`src/mpt_cfg_pkg.sv`:
```
// ----------------------------------------------------------------------
// Widths, address and CSR layouts for the 34-bit protection table mode
// Only bare and the 34-bit mode are defined, other modes are reserved
// ----------------------------------------------------------------------
`default_nettype none

package mpt_cfg_pkg;

    // Table entry and memory data width
    localparam int XLEN         = 32;
    // Table page number width
    localparam int PPN_LEN      = 22;
    localparam int MEM_ADDR_LEN = 32;

    // Supervisor physical address, 34 bits
    typedef struct packed {
        logic [8:0]  pn2;     // L2 index, one entry per 32 MiB
        logic [9:0]  pn1;     // L1 index, top three bits pick the 4 MiB sub-page
        logic [2:0]  pn0;     // One of eight 4 KiB pages in an L1 entry
        logic [11:0] offset;
    } spa_t;

    // Protection table CSR
    typedef struct packed {
        logic [1:0]         mode;
        logic [7:0]         sdid;
        logic [PPN_LEN-1:0] ppn;
    } mmpt_reg_t;

    // Codes 2 and 3 are reserved
    typedef enum logic [1:0] {
        MODE_BARE    = 2'd0,
        MODE_SMMPT34 = 2'd1
    } mpt_mode_e;

    typedef enum logic [1:0] {
        ACCESS_NONE  = 2'd0,
        ACCESS_READ  = 2'd1,
        ACCESS_WRITE = 2'd2,
        ACCESS_EXEC  = 2'd3
    } mpt_access_e;

endpackage

`default_nettype wire

```
`src/mpt_entry_pkg.sv`:
```
// ----------------------------------------------------------------------
// Table entry layouts, permissions, fault causes and the result entry
// L2 types 6 and 7 are undefined and decode as a format fault
// ----------------------------------------------------------------------
`default_nettype none

package mpt_entry_pkg;

    import mpt_cfg_pkg::*;

    typedef enum logic [1:0] {
        PERM_DISALLOWED = 2'd0,
        PERM_RX         = 2'd1,
        PERM_RW         = 2'd2,
        PERM_RWX        = 2'd3
    } mpt_perm_e;

    typedef enum logic [2:0] {
        L2_RANGE_DISALLOW = 3'd0,
        L2_RANGE_RX       = 3'd1,
        L2_RANGE_RW       = 3'd2,
        L2_RANGE_RWX      = 3'd3,
        L2_L1_DIR         = 3'd4,
        L2_4M_PAGES       = 3'd5
    } mptl2_type_e;

    typedef struct packed {
        logic [6:0]         reserved;
        logic [2:0]         l2_type;
        logic [PPN_LEN-1:0] info;
    } mptl2_entry_t;

    // Page k sits in bits 2k+1 to 2k
    typedef struct packed {
        logic [15:0]     reserved;
        logic [7:0][1:0] page_perm;
    } mptl1_entry_t;

    typedef enum logic [2:0] {
        CAUSE_NONE            = 3'd0,
        CAUSE_RESERVED_BITS   = 3'd1,
        CAUSE_INVALID_L2_INFO = 3'd2,
        CAUSE_UNDEF_L2_TYPE   = 3'd3
    } fault_cause_e;

    // Result of an allowed access, 44 bits
    typedef struct packed {
        logic [7:0] sdid;
        spa_t       spa;
        mpt_perm_e  perm;
    } plb_entry_t;

endpackage

`default_nettype wire

```
`src/mpt_if.sv`:
```
// ----------------------------------------------------------------------
// Internal buses of the walker
// walk_req_if fields hold steady from start until the walk ends
// mpt_fetch_if allows a single outstanding table read
// ----------------------------------------------------------------------
`timescale 1ns/1ps
`default_nettype none

interface walk_req_if import mpt_cfg_pkg::*; ();

    logic        start;
    spa_t        spa;
    mpt_access_e access;
    mmpt_reg_t   csr;

    modport src (output start, output spa, output access, output csr);
    modport dst (input start, input spa, input access, input csr);

endinterface

interface mpt_fetch_if import mpt_cfg_pkg::*; ();

    // Issue side, driven by the decoder
    logic                    issue;
    logic [MEM_ADDR_LEN-1:0] addr;

    // Response side, driven by the memory stage
    logic            entry_valid;
    logic [XLEN-1:0] entry;

    modport ctrl (output issue, output addr, input entry_valid, input entry);
    modport fetch (input issue, input addr, output entry_valid, output entry);

endinterface

`default_nettype wire

```
`src/mpt_req_stage.sv`:
```
// ----------------------------------------------------------------------
// Request capture stage
// New requests are ignored while busy; busy drops the edge after done
// ----------------------------------------------------------------------
`timescale 1ns/1ps
`default_nettype none

module mpt_req_stage import mpt_cfg_pkg::*; (
    input  wire logic        clk_i,
    input  wire logic        rst_ni,
    input  wire logic        ptw_enable_i,
    input  wire logic        addr_valid_i,
    input  wire spa_t        spa_i,
    input  wire mpt_access_e access_type_i,
    input  wire mmpt_reg_t   mmpt_reg_i,
    input  wire logic        done_i,
    output      logic        ptw_busy_o,
    walk_req_if.src          req
);

    logic        accept;
    logic        busy_q;
    logic        start_q;
    spa_t        spa_q;
    mpt_access_e access_q;
    mmpt_reg_t   csr_q;

    assign accept = ptw_enable_i && addr_valid_i && !busy_q;

    always_ff @(posedge clk_i) begin
        if (!rst_ni) begin
            busy_q  <= 1'b0;
            start_q <= 1'b0;
        end else begin
            start_q <= accept;
            if (accept) begin
                busy_q <= 1'b1;
            end else if (done_i) begin
                busy_q <= 1'b0;
            end
        end
    end

    // Snapshot of the request, held for the whole walk
    always_ff @(posedge clk_i) begin
        if (accept) begin
            spa_q    <= spa_i;
            access_q <= access_type_i;
            csr_q    <= mmpt_reg_i;
        end
    end

    assign ptw_busy_o = busy_q;
    assign req.start  = start_q;
    assign req.spa    = spa_q;
    assign req.access = access_q;
    assign req.csr    = csr_q;

endmodule

`default_nettype wire

```
`src/mpt_fetch.sv`:
```
// ----------------------------------------------------------------------
// Memory port stage, one table-entry read per issue
// The request is held with a constant address until grant
// Read data is taken on the first valid after the grant cycle
// ----------------------------------------------------------------------
`timescale 1ns/1ps
`default_nettype none

module mpt_fetch import mpt_cfg_pkg::*; (
    input  wire logic                    clk_i,
    input  wire logic                    rst_ni,
    input  wire logic                    m_mem_gnt_i,
    input  wire logic                    m_mem_valid_i,
    input  wire logic [XLEN-1:0]         m_mem_rdata_i,
    output      logic                    m_mem_req_o,
    output      logic [MEM_ADDR_LEN-1:0] m_mem_addr_o,
    mpt_fetch_if.fetch                   fetch
);

    typedef enum logic [1:0] {
        ST_IDLE,
        ST_WAIT_GNT,
        ST_WAIT_VALID
    } fetch_state_e;

    fetch_state_e            state_q;
    logic [MEM_ADDR_LEN-1:0] addr_q;
    logic [XLEN-1:0]         entry_q;
    logic                    entry_valid_q;

    always_ff @(posedge clk_i) begin
        if (!rst_ni) begin
            state_q       <= ST_IDLE;
            entry_valid_q <= 1'b0;
        end else begin
            entry_valid_q <= 1'b0;
            case (state_q)
                ST_IDLE: begin
                    if (fetch.issue) begin
                        state_q <= ST_WAIT_GNT;
                    end
                end
                ST_WAIT_GNT: begin
                    if (m_mem_gnt_i) begin
                        state_q <= ST_WAIT_VALID;
                    end
                end
                ST_WAIT_VALID: begin
                    if (m_mem_valid_i) begin
                        entry_valid_q <= 1'b1;
                        state_q       <= ST_IDLE;
                    end
                end
                default: state_q <= ST_IDLE;
            endcase
        end
    end

    // Address and read data carry no reset
    always_ff @(posedge clk_i) begin
        if (state_q == ST_IDLE && fetch.issue) begin
            addr_q <= fetch.addr;
        end
        if (state_q == ST_WAIT_VALID && m_mem_valid_i) begin
            entry_q <= m_mem_rdata_i;
        end
    end

    assign m_mem_req_o       = (state_q == ST_WAIT_GNT);
    assign m_mem_addr_o      = addr_q;
    assign fetch.entry_valid = entry_valid_q;
    assign fetch.entry       = entry_q;

endmodule

`default_nettype wire

```
`src/mpt_entry_decode.sv`:
```
// ----------------------------------------------------------------------
// Mode check and table-entry decoding, combinational
// Reacts in the same cycle to start or to a returned entry
// A verdict carries either a fault cause or the permission found
// ----------------------------------------------------------------------
`timescale 1ns/1ps
`default_nettype none

module mpt_entry_decode import mpt_cfg_pkg::*; import mpt_entry_pkg::*; (
    input  wire logic   clk_i,
    input  wire logic   rst_ni,
    output logic        verdict_valid_o,
    output fault_cause_e verdict_cause_o,
    output mpt_perm_e   verdict_perm_o,
    walk_req_if.dst     req,
    mpt_fetch_if.ctrl   fetch
);

    typedef enum logic {
        LVL_L2,
        LVL_L1
    } level_e;

    level_e             level_q;
    level_e             level_d;
    logic [PPN_LEN-1:0] next_ppn;
    mptl2_entry_t       l2;
    mptl1_entry_t       l1;

    assign l2 = mptl2_entry_t'(fetch.entry);
    assign l1 = mptl1_entry_t'(fetch.entry);

    always_comb begin
        verdict_valid_o = 1'b0;
        verdict_cause_o = CAUSE_NONE;
        verdict_perm_o  = PERM_DISALLOWED;
        fetch.issue     = 1'b0;
        next_ppn        = '0;
        level_d         = level_q;

        if (req.start) begin
            case (req.csr.mode)
                MODE_BARE: begin
                    // No protection in bare mode
                    verdict_valid_o = 1'b1;
                    verdict_perm_o  = PERM_RWX;
                end
                MODE_SMMPT34: begin
                    next_ppn    = req.csr.ppn + PPN_LEN'(req.spa.pn2);
                    fetch.issue = 1'b1;
                    level_d     = LVL_L2;
                end
                default: begin
                    verdict_valid_o = 1'b1;
                    verdict_cause_o = CAUSE_RESERVED_BITS;
                end
            endcase
        end else if (fetch.entry_valid && level_q == LVL_L2) begin
            verdict_valid_o = 1'b1;
            if (l2.reserved != '0) begin
                verdict_cause_o = CAUSE_RESERVED_BITS;
            end else begin
                case (l2.l2_type)
                    L2_RANGE_DISALLOW, L2_RANGE_RX, L2_RANGE_RW, L2_RANGE_RWX: begin
                        // Whole 32 MiB range, the type code is the permission
                        if (l2.info != '0) begin
                            verdict_cause_o = CAUSE_INVALID_L2_INFO;
                        end else begin
                            verdict_perm_o = mpt_perm_e'(l2.l2_type[1:0]);
                        end
                    end
                    L2_L1_DIR: begin
                        verdict_valid_o = 1'b0;
                        next_ppn        = l2.info + PPN_LEN'(req.spa.pn1);
                        fetch.issue     = 1'b1;
                        level_d         = LVL_L1;
                    end
                    L2_4M_PAGES: begin
                        if (l2.info[21:16] != '0) begin
                            verdict_cause_o = CAUSE_RESERVED_BITS;
                        end else begin
                            verdict_perm_o = mpt_perm_e'(l2.info[{req.spa.pn1[9:7], 1'b0} +: 2]);
                        end
                    end
                    default: verdict_cause_o = CAUSE_UNDEF_L2_TYPE;
                endcase
            end
        end else if (fetch.entry_valid) begin
            verdict_valid_o = 1'b1;
            if (l1.reserved != '0) begin
                verdict_cause_o = CAUSE_RESERVED_BITS;
            end else begin
                verdict_perm_o = mpt_perm_e'(l1.page_perm[req.spa.pn0]);
            end
        end
    end

    assign fetch.addr = MEM_ADDR_LEN'(next_ppn);

    always_ff @(posedge clk_i) begin
        if (!rst_ni) begin
            level_q <= LVL_L2;
        end else begin
            level_q <= level_d;
        end
    end

endmodule

`default_nettype wire

```
`src/mpt_resolve.sv`:
```
// ----------------------------------------------------------------------
// Access check against the verdict, registered result outputs
// Results are non-zero only in the single ptw_valid_o cycle
// ----------------------------------------------------------------------
`timescale 1ns/1ps
`default_nettype none

module mpt_resolve import mpt_cfg_pkg::*; import mpt_entry_pkg::*; (
    input  wire logic         clk_i,
    input  wire logic         rst_ni,
    input  wire logic         verdict_valid_i,
    input  wire fault_cause_e verdict_cause_i,
    input  wire mpt_perm_e    verdict_perm_i,
    walk_req_if.dst           req,
    output      logic         done_o,
    output      logic         ptw_valid_o,
    output      logic         allow_o,
    output      logic         access_page_fault_o,
    output      fault_cause_e format_error_o,
    output      plb_entry_t   plb_entry_o
);

    logic granted;
    logic allow_d;
    logic fault_d;

    always_comb begin
        case (req.access)
            ACCESS_READ:  granted = (verdict_perm_i != PERM_DISALLOWED);
            ACCESS_WRITE: granted = verdict_perm_i inside {PERM_RW, PERM_RWX};
            ACCESS_EXEC:  granted = verdict_perm_i inside {PERM_RX, PERM_RWX};
            ACCESS_NONE:  granted = 1'b0;
            default:      granted = 1'b0;
        endcase
    end

    // A format error never raises a page fault as well
    assign allow_d = verdict_valid_i && verdict_cause_i == CAUSE_NONE && granted;
    assign fault_d = verdict_valid_i && verdict_cause_i == CAUSE_NONE && !granted;

    always_ff @(posedge clk_i) begin
        if (!rst_ni) begin
            ptw_valid_o         <= 1'b0;
            allow_o             <= 1'b0;
            access_page_fault_o <= 1'b0;
            format_error_o      <= CAUSE_NONE;
            plb_entry_o         <= '0;
        end else begin
            ptw_valid_o         <= verdict_valid_i;
            allow_o             <= allow_d;
            access_page_fault_o <= fault_d;
            format_error_o      <= verdict_valid_i ? verdict_cause_i : CAUSE_NONE;
            plb_entry_o         <= allow_d ? {req.csr.sdid, req.spa, verdict_perm_i} : '0;
        end
    end

    assign done_o = ptw_valid_o;

endmodule

`default_nettype wire

```
`src/mpt_walk_top.sv`:
```
// ----------------------------------------------------------------------
// Two-level protection table walker, 34-bit mode
// One walk at a time; the memory port only reads
// Grant and valid back-pressure only stretches the walk
// ----------------------------------------------------------------------
`timescale 1ns/1ps
`default_nettype none

module mpt_walk_top import mpt_cfg_pkg::*; import mpt_entry_pkg::*; (
    input  wire logic                    clk_i,
    input  wire logic                    rst_ni,

    // Request
    input  wire logic                    ptw_enable_i,
    input  wire logic                    addr_valid_i,
    input  wire spa_t                    spa_i,
    input  wire mpt_access_e             access_type_i,
    input  wire mmpt_reg_t               mmpt_reg_i,

    // Status and result
    output      logic                    ptw_busy_o,
    output      logic                    ptw_valid_o,
    output      logic                    allow_o,
    output      logic                    access_page_fault_o,
    output      fault_cause_e            format_error_o,
    output      plb_entry_t              plb_entry_o,

    // Memory port, read only
    output      logic                    m_mem_req_o,
    output      logic [MEM_ADDR_LEN-1:0] m_mem_addr_o,
    input  wire logic                    m_mem_gnt_i,
    input  wire logic                    m_mem_valid_i,
    input  wire logic [XLEN-1:0]         m_mem_rdata_i
);

    logic         done;
    logic         verdict_valid;
    fault_cause_e verdict_cause;
    mpt_perm_e    verdict_perm;

    walk_req_if  u_req_if ();
    mpt_fetch_if u_fetch_if ();

    mpt_req_stage u_req_stage (
        .clk_i         (clk_i),
        .rst_ni        (rst_ni),
        .ptw_enable_i  (ptw_enable_i),
        .addr_valid_i  (addr_valid_i),
        .spa_i         (spa_i),
        .access_type_i (access_type_i),
        .mmpt_reg_i    (mmpt_reg_i),
        .done_i        (done),
        .ptw_busy_o    (ptw_busy_o),
        .req           (u_req_if.src)
    );

    mpt_entry_decode u_decode (
        .clk_i           (clk_i),
        .rst_ni          (rst_ni),
        .verdict_valid_o (verdict_valid),
        .verdict_cause_o (verdict_cause),
        .verdict_perm_o  (verdict_perm),
        .req             (u_req_if.dst),
        .fetch           (u_fetch_if.ctrl)
    );

    mpt_fetch u_fetch (
        .clk_i         (clk_i),
        .rst_ni        (rst_ni),
        .m_mem_gnt_i   (m_mem_gnt_i),
        .m_mem_valid_i (m_mem_valid_i),
        .m_mem_rdata_i (m_mem_rdata_i),
        .m_mem_req_o   (m_mem_req_o),
        .m_mem_addr_o  (m_mem_addr_o),
        .fetch         (u_fetch_if.fetch)
    );

    mpt_resolve u_resolve (
        .clk_i               (clk_i),
        .rst_ni              (rst_ni),
        .verdict_valid_i     (verdict_valid),
        .verdict_cause_i     (verdict_cause),
        .verdict_perm_i      (verdict_perm),
        .req                 (u_req_if.dst),
        .done_o              (done),
        .ptw_valid_o         (ptw_valid_o),
        .allow_o             (allow_o),
        .access_page_fault_o (access_page_fault_o),
        .format_error_o      (format_error_o),
        .plb_entry_o         (plb_entry_o)
    );

endmodule

`default_nettype wire

```
`config.mk`:
```
export PLATFORM = sky130hd
export DESIGN_NAME = mpt_walk_top
export DESIGN_NICKNAME = d
export VERILOG_FILES = /design/src/mpt_cfg_pkg.sv /design/src/mpt_entry_pkg.sv /design/src/mpt_if.sv /design/src/mpt_req_stage.sv /design/src/mpt_fetch.sv /design/src/mpt_entry_decode.sv /design/src/mpt_resolve.sv /design/src/mpt_walk_top.sv
export SDC_FILE = /design/constraint.sdc
export NUM_CORES = 1
export LEC_CHECK = 0
export ABC_AREA = 1
export BUFFER_PORTS_ARGS = -buffer_cell sky130_fd_sc_hd__clkbuf_2
export CAP_MARGIN = 10
export CORE_ASPECT_RATIO = 0.75
export CORE_MARGIN = 1.5
export CORE_UTILIZATION = 45
export DETAILED_ROUTE_END_ITERATION = 10
export PLACE_DENSITY_LB_ADDON = 0.05
export SLEW_MARGIN = 10
export SYNTH_ARGS = -nofsm -noshare
export SYNTH_HDL_FRONTEND = slang
export SYNTH_SLANG_ARGS = --single-unit
```
`constraint.sdc`:
```
create_clock -name clk_i -period 13.1 [get_ports clk_i]
set_input_delay 3.275 -clock clk_i [delete_from_list [all_inputs] [get_ports clk_i]]
set_output_delay 3.275 -clock clk_i [all_outputs]
set_load 0.03 [all_outputs]
```
==> impl_metrics.toml <==
[routing]
wire_per_inst_microns = 15.0
detail_route.vias_per_cell = 4.89
wl_met1_microns = 8440
first_pass_iters = 5
route.vias.total = 5803
ant_nets = 0
met3RoutedLength_microns = 1550
detailedRoute.firstIterationViolations = 451
met2_length_microns = 7610
dr.max_layer_used = "met4"
drcViolationCount = 0
detail_route.wirelength_microns = 17800

[sta]
finalSetupViolCount = 0
timing.final.crit_share = 0.355
worst-slew-pin-transition_ns = 0.936
final.setup_skew_ns = 0.0107
final.min_clock_period_ns = 4.64
fin_hold_ws_ns = 0.476
timing.final.hold_violations = 0
max_slew_headroom = 0.375
max_freq_ghz = 0.215
finalSetupTns_ns = 0
maxSlewViolCount = 0
grt_setup_unrepaired = "no"

[floorplan]
boundaryPins = 190
initial_utilization = 0.459
floorplan_die_height_microns = 116
placeableCoreArea_sq_um = 16800
floorplan.die.width_microns = 154
die-area_sq_um = 18000
num_rows = 41

[cells_and_area]
syn_to_final_growth_pct = 21.9
drive_above_1_share = 0.265
fin_util = 0.560
n_antenna_cell = 0
fillCellCount = 1494
design.final.nets = 1085
finalNonFillerCells = 1186

[logic_synthesis]
synth_enable_flop_cells = 122
ys_types = 41
synth_warnings = 0
synth_seq_cells = 177
synth_flop_cell = "edfxtp_1"
synth-seq-area-share = 0.617
synth.cell_area_sq_um = 7730
post_synth_inst_count = 769
avgSynthCellArea_sq_um = 10.0
asyncSetResetFlopFracSynth = 0

[power_and_ir_drop]
power_report.internal_total_uw = 903
vdd_drop_max_mv = 0.0673
pwr-share-comb = 0.063
total_switching_power_uw = 315
power.share.sequential = 0.509
power.share.clock = 0.428
total_leakage_power_uw = 0.00416
power_per_cell_area_nw_per_um2 = 129
finalPower_uw = 1220
swShare = 0.259

[worst_setup_path]
critPathMaxFanout = 43
crit_path_start_kind = "input port"
critical_path.endpoint_type = "flop"
worstPathCellList = "clkbuf_2, nand2_1, nor2_4, buf_4"
timing_worst_setup_path_type = "input port to flop"
cp_slowest_stage_delay_ns = 0.63
critical_path_required_ns = 13.17
cp-startpoint = "addr_valid_i"
crit_path_top_delay_cell = "nor2_4"
worstPathArrival_ns = 4.71
r2r-start = "u_fetch.fetch.entry[27]"

[clock_network]
holdBufCountCts = 0
tritoncts.num_buffers = 17
worst_skew_pair.late_latency_ns = 0.44
postCtsSetupBuffers = 0
tritoncts = "yes"
htreeDepth = 4
tritoncts_num_sinks = 177
cts.root.buffer_cell = "clkbuf_16"
ctsResizeCount = 0
cts_buffer_depth = 2
cts.reportedPaths.clkPinSlew_ns = 0.08

[placed_design]
place.port_buffers = 178
finalWeightedCongestion = 0.893
placed_cells = 1154
hpwlAfterDp_microns = 13100

[global_route]
grt_pass1_wl_microns = 28100
via_count_of_the_first_global_routing_pass = 5509
globalRouteOverflowTotal = 0
grt_antenna_before_repair = 0
grt_max_degree = 46
globalRouteTotalUtil = 0.207

[worst_hold_path]
min_path_type = "flop to flop"
holdCritStartpoint = "u_req_stage.req.spa[0]"

[job]
max_cap_viol_count = 0

[status]
outcome = "completed"
worst max-delay path: cells and delay by family:
family                 cells  cell delay, ns
buffers and inverters      2            0.71
and+or+nand+nor            2            0.70
layout by cell type (no fill, tap or decap), drive strengths merged, types with 3 or more instances in the layout:
cell type  synthesis  layout
clkbuf             2     195
nand2            141     141
edfxtp           122     122
inv              115     122
nor2             102     102
nand3             63      63
dfxtp             55      55
a21oi             38      38
o21ai             32      32
ha                19      19
nand4             14      14
conb               1      11
nor3               8       8
clkinv             0       6
o211ai             5       5
o22ai              4       4
a21boi             4       4
nor4               4       4
o21a               3       3
or2                3       3
xnor2              3       3
metrics by stage:
stage | cell area, sq um | setup WS (ns)
final | 9420 | 8.46
after global routing | 9420 | 8.31
after CTS | 9420 | 8.46
after detailed placement | 8790 | 7.99
after global placement | 8790 | 8.02
after floorplan | 7760 | 6.38
power groups by stage:
| stage | clock (uW) | sequential [uW] | combinational, uW |
|---|---|---|---|
| 3_5_place_dp | 0 | 633 | 77.0 |
| 5_1_grt | 557 | 622 | 86.0 |
| 3_3_place_gp | 0 | 633 | 75.7 |
| 4_1_cts | 534 | 620 | 77.6 |
| 2_1_floorplan | 0 | 638 | 43.8 |
| 6_report | 521 | 620 | 77.2 |
cell type report:
cell class                 instances  area, sq um  area share
sequential                       177         4760       0.506
multi-input combinational        467         2420       0.257
timing repair buffer             180          906      0.0961
inverter                         115          437      0.0463
clock buffer                      17          425      0.0452
tap                              215          269      0.0286
clock inverter                    15          201      0.0214
flip-flops by register name, indices dropped and copies added (netlist names):
name and flops:
u_resolve.plb_entry_o 44, u_req_stage.req.spa 34, u_fetch.fetch.entry 32, u_req_stage.req.csr 32
u_fetch.m_mem_addr_o 22, u_fetch.state_q 2, u_req_stage.req.access 2, u_resolve.format_error_o 2
u_decode.level_q 1, u_fetch.fetch.entry_valid 1, u_req_stage.ptw_busy_o 1, u_req_stage.req.start 1
u_resolve.access_page_fault_o 1, u_resolve.allow_o 1, u_resolve.done_o 1
path summary, 6_finish.rpt:
kind | endpoint | slack, ns | depth (start not counted)
hold reg to reg | u_resolve.plb_entry_o[2] | 0.48 | 2
hold / removal | u_resolve.plb_entry_o[2] | 0.48 | 2
setup / recovery | u_req_stage.req.csr[7] | 8.46 | 4
setup reg to reg | u_fetch.m_mem_addr_o[5] | 9.90 | 7
per-layer routing:
layer / vias to the layer above / GRT usage
li1: 2931 / -
met1: 2640 / 0.287
met2: 213 / 0.309
met3: 19 / 0.0694
met4: 0 / 0.0667
met5: - / 0
cell usage after synthesis (2+ instances only):
master / number / area, sq um
o21ai_1: 6 / 30.0
a31oi_1: 2 / 12.5
nand2_1: 139 / 522
edfxtp_1: 122 / 3660
a21boi_0: 3 / 22.5
inv_1: 112 / 420
xnor2_1: 3 / 26.3
inv_4: 2 / 12.5
o21a_1: 3 / 22.5
nor3_1: 7 / 35.0
clkbuf_1: 2 / 7.51
or2_2: 3 / 18.8
nor2_1: 70 / 263
nor4_1: 3 / 18.8
o22ai_1: 4 / 25.0
o211ai_1: 5 / 37.5
buf_6: 5 / 56.3
buf_4: 12 / 90.1
a21oi_1: 38 / 190
nor2_2: 32 / 200
nand3_1: 63 / 315
xor2_1: 2 / 17.5
dfxtp_1: 55 / 1100
nand4_1: 14 / 87.6
fa_1: 2 / 40.0
ha_1: 19 / 238
o21ai_0: 26 / 130
a22o_1: 2 / 17.5
cell families (layout without fill, tap and decap cells):
family,count (synthesis),in the layout,synth area share
other,1,11,0.000485
XOR/XNOR,5,5,0.00567
buffers and inverters,135,327,0.0769
AND/OR/NAND/NOR,336,336,0.196
AO/OA/AOI/OAI,94,94,0.0683
adder cells (fa/ha/maj),21,21,0.0359
flip-flops,177,177,0.617
(Power assumes the default switching activity.)
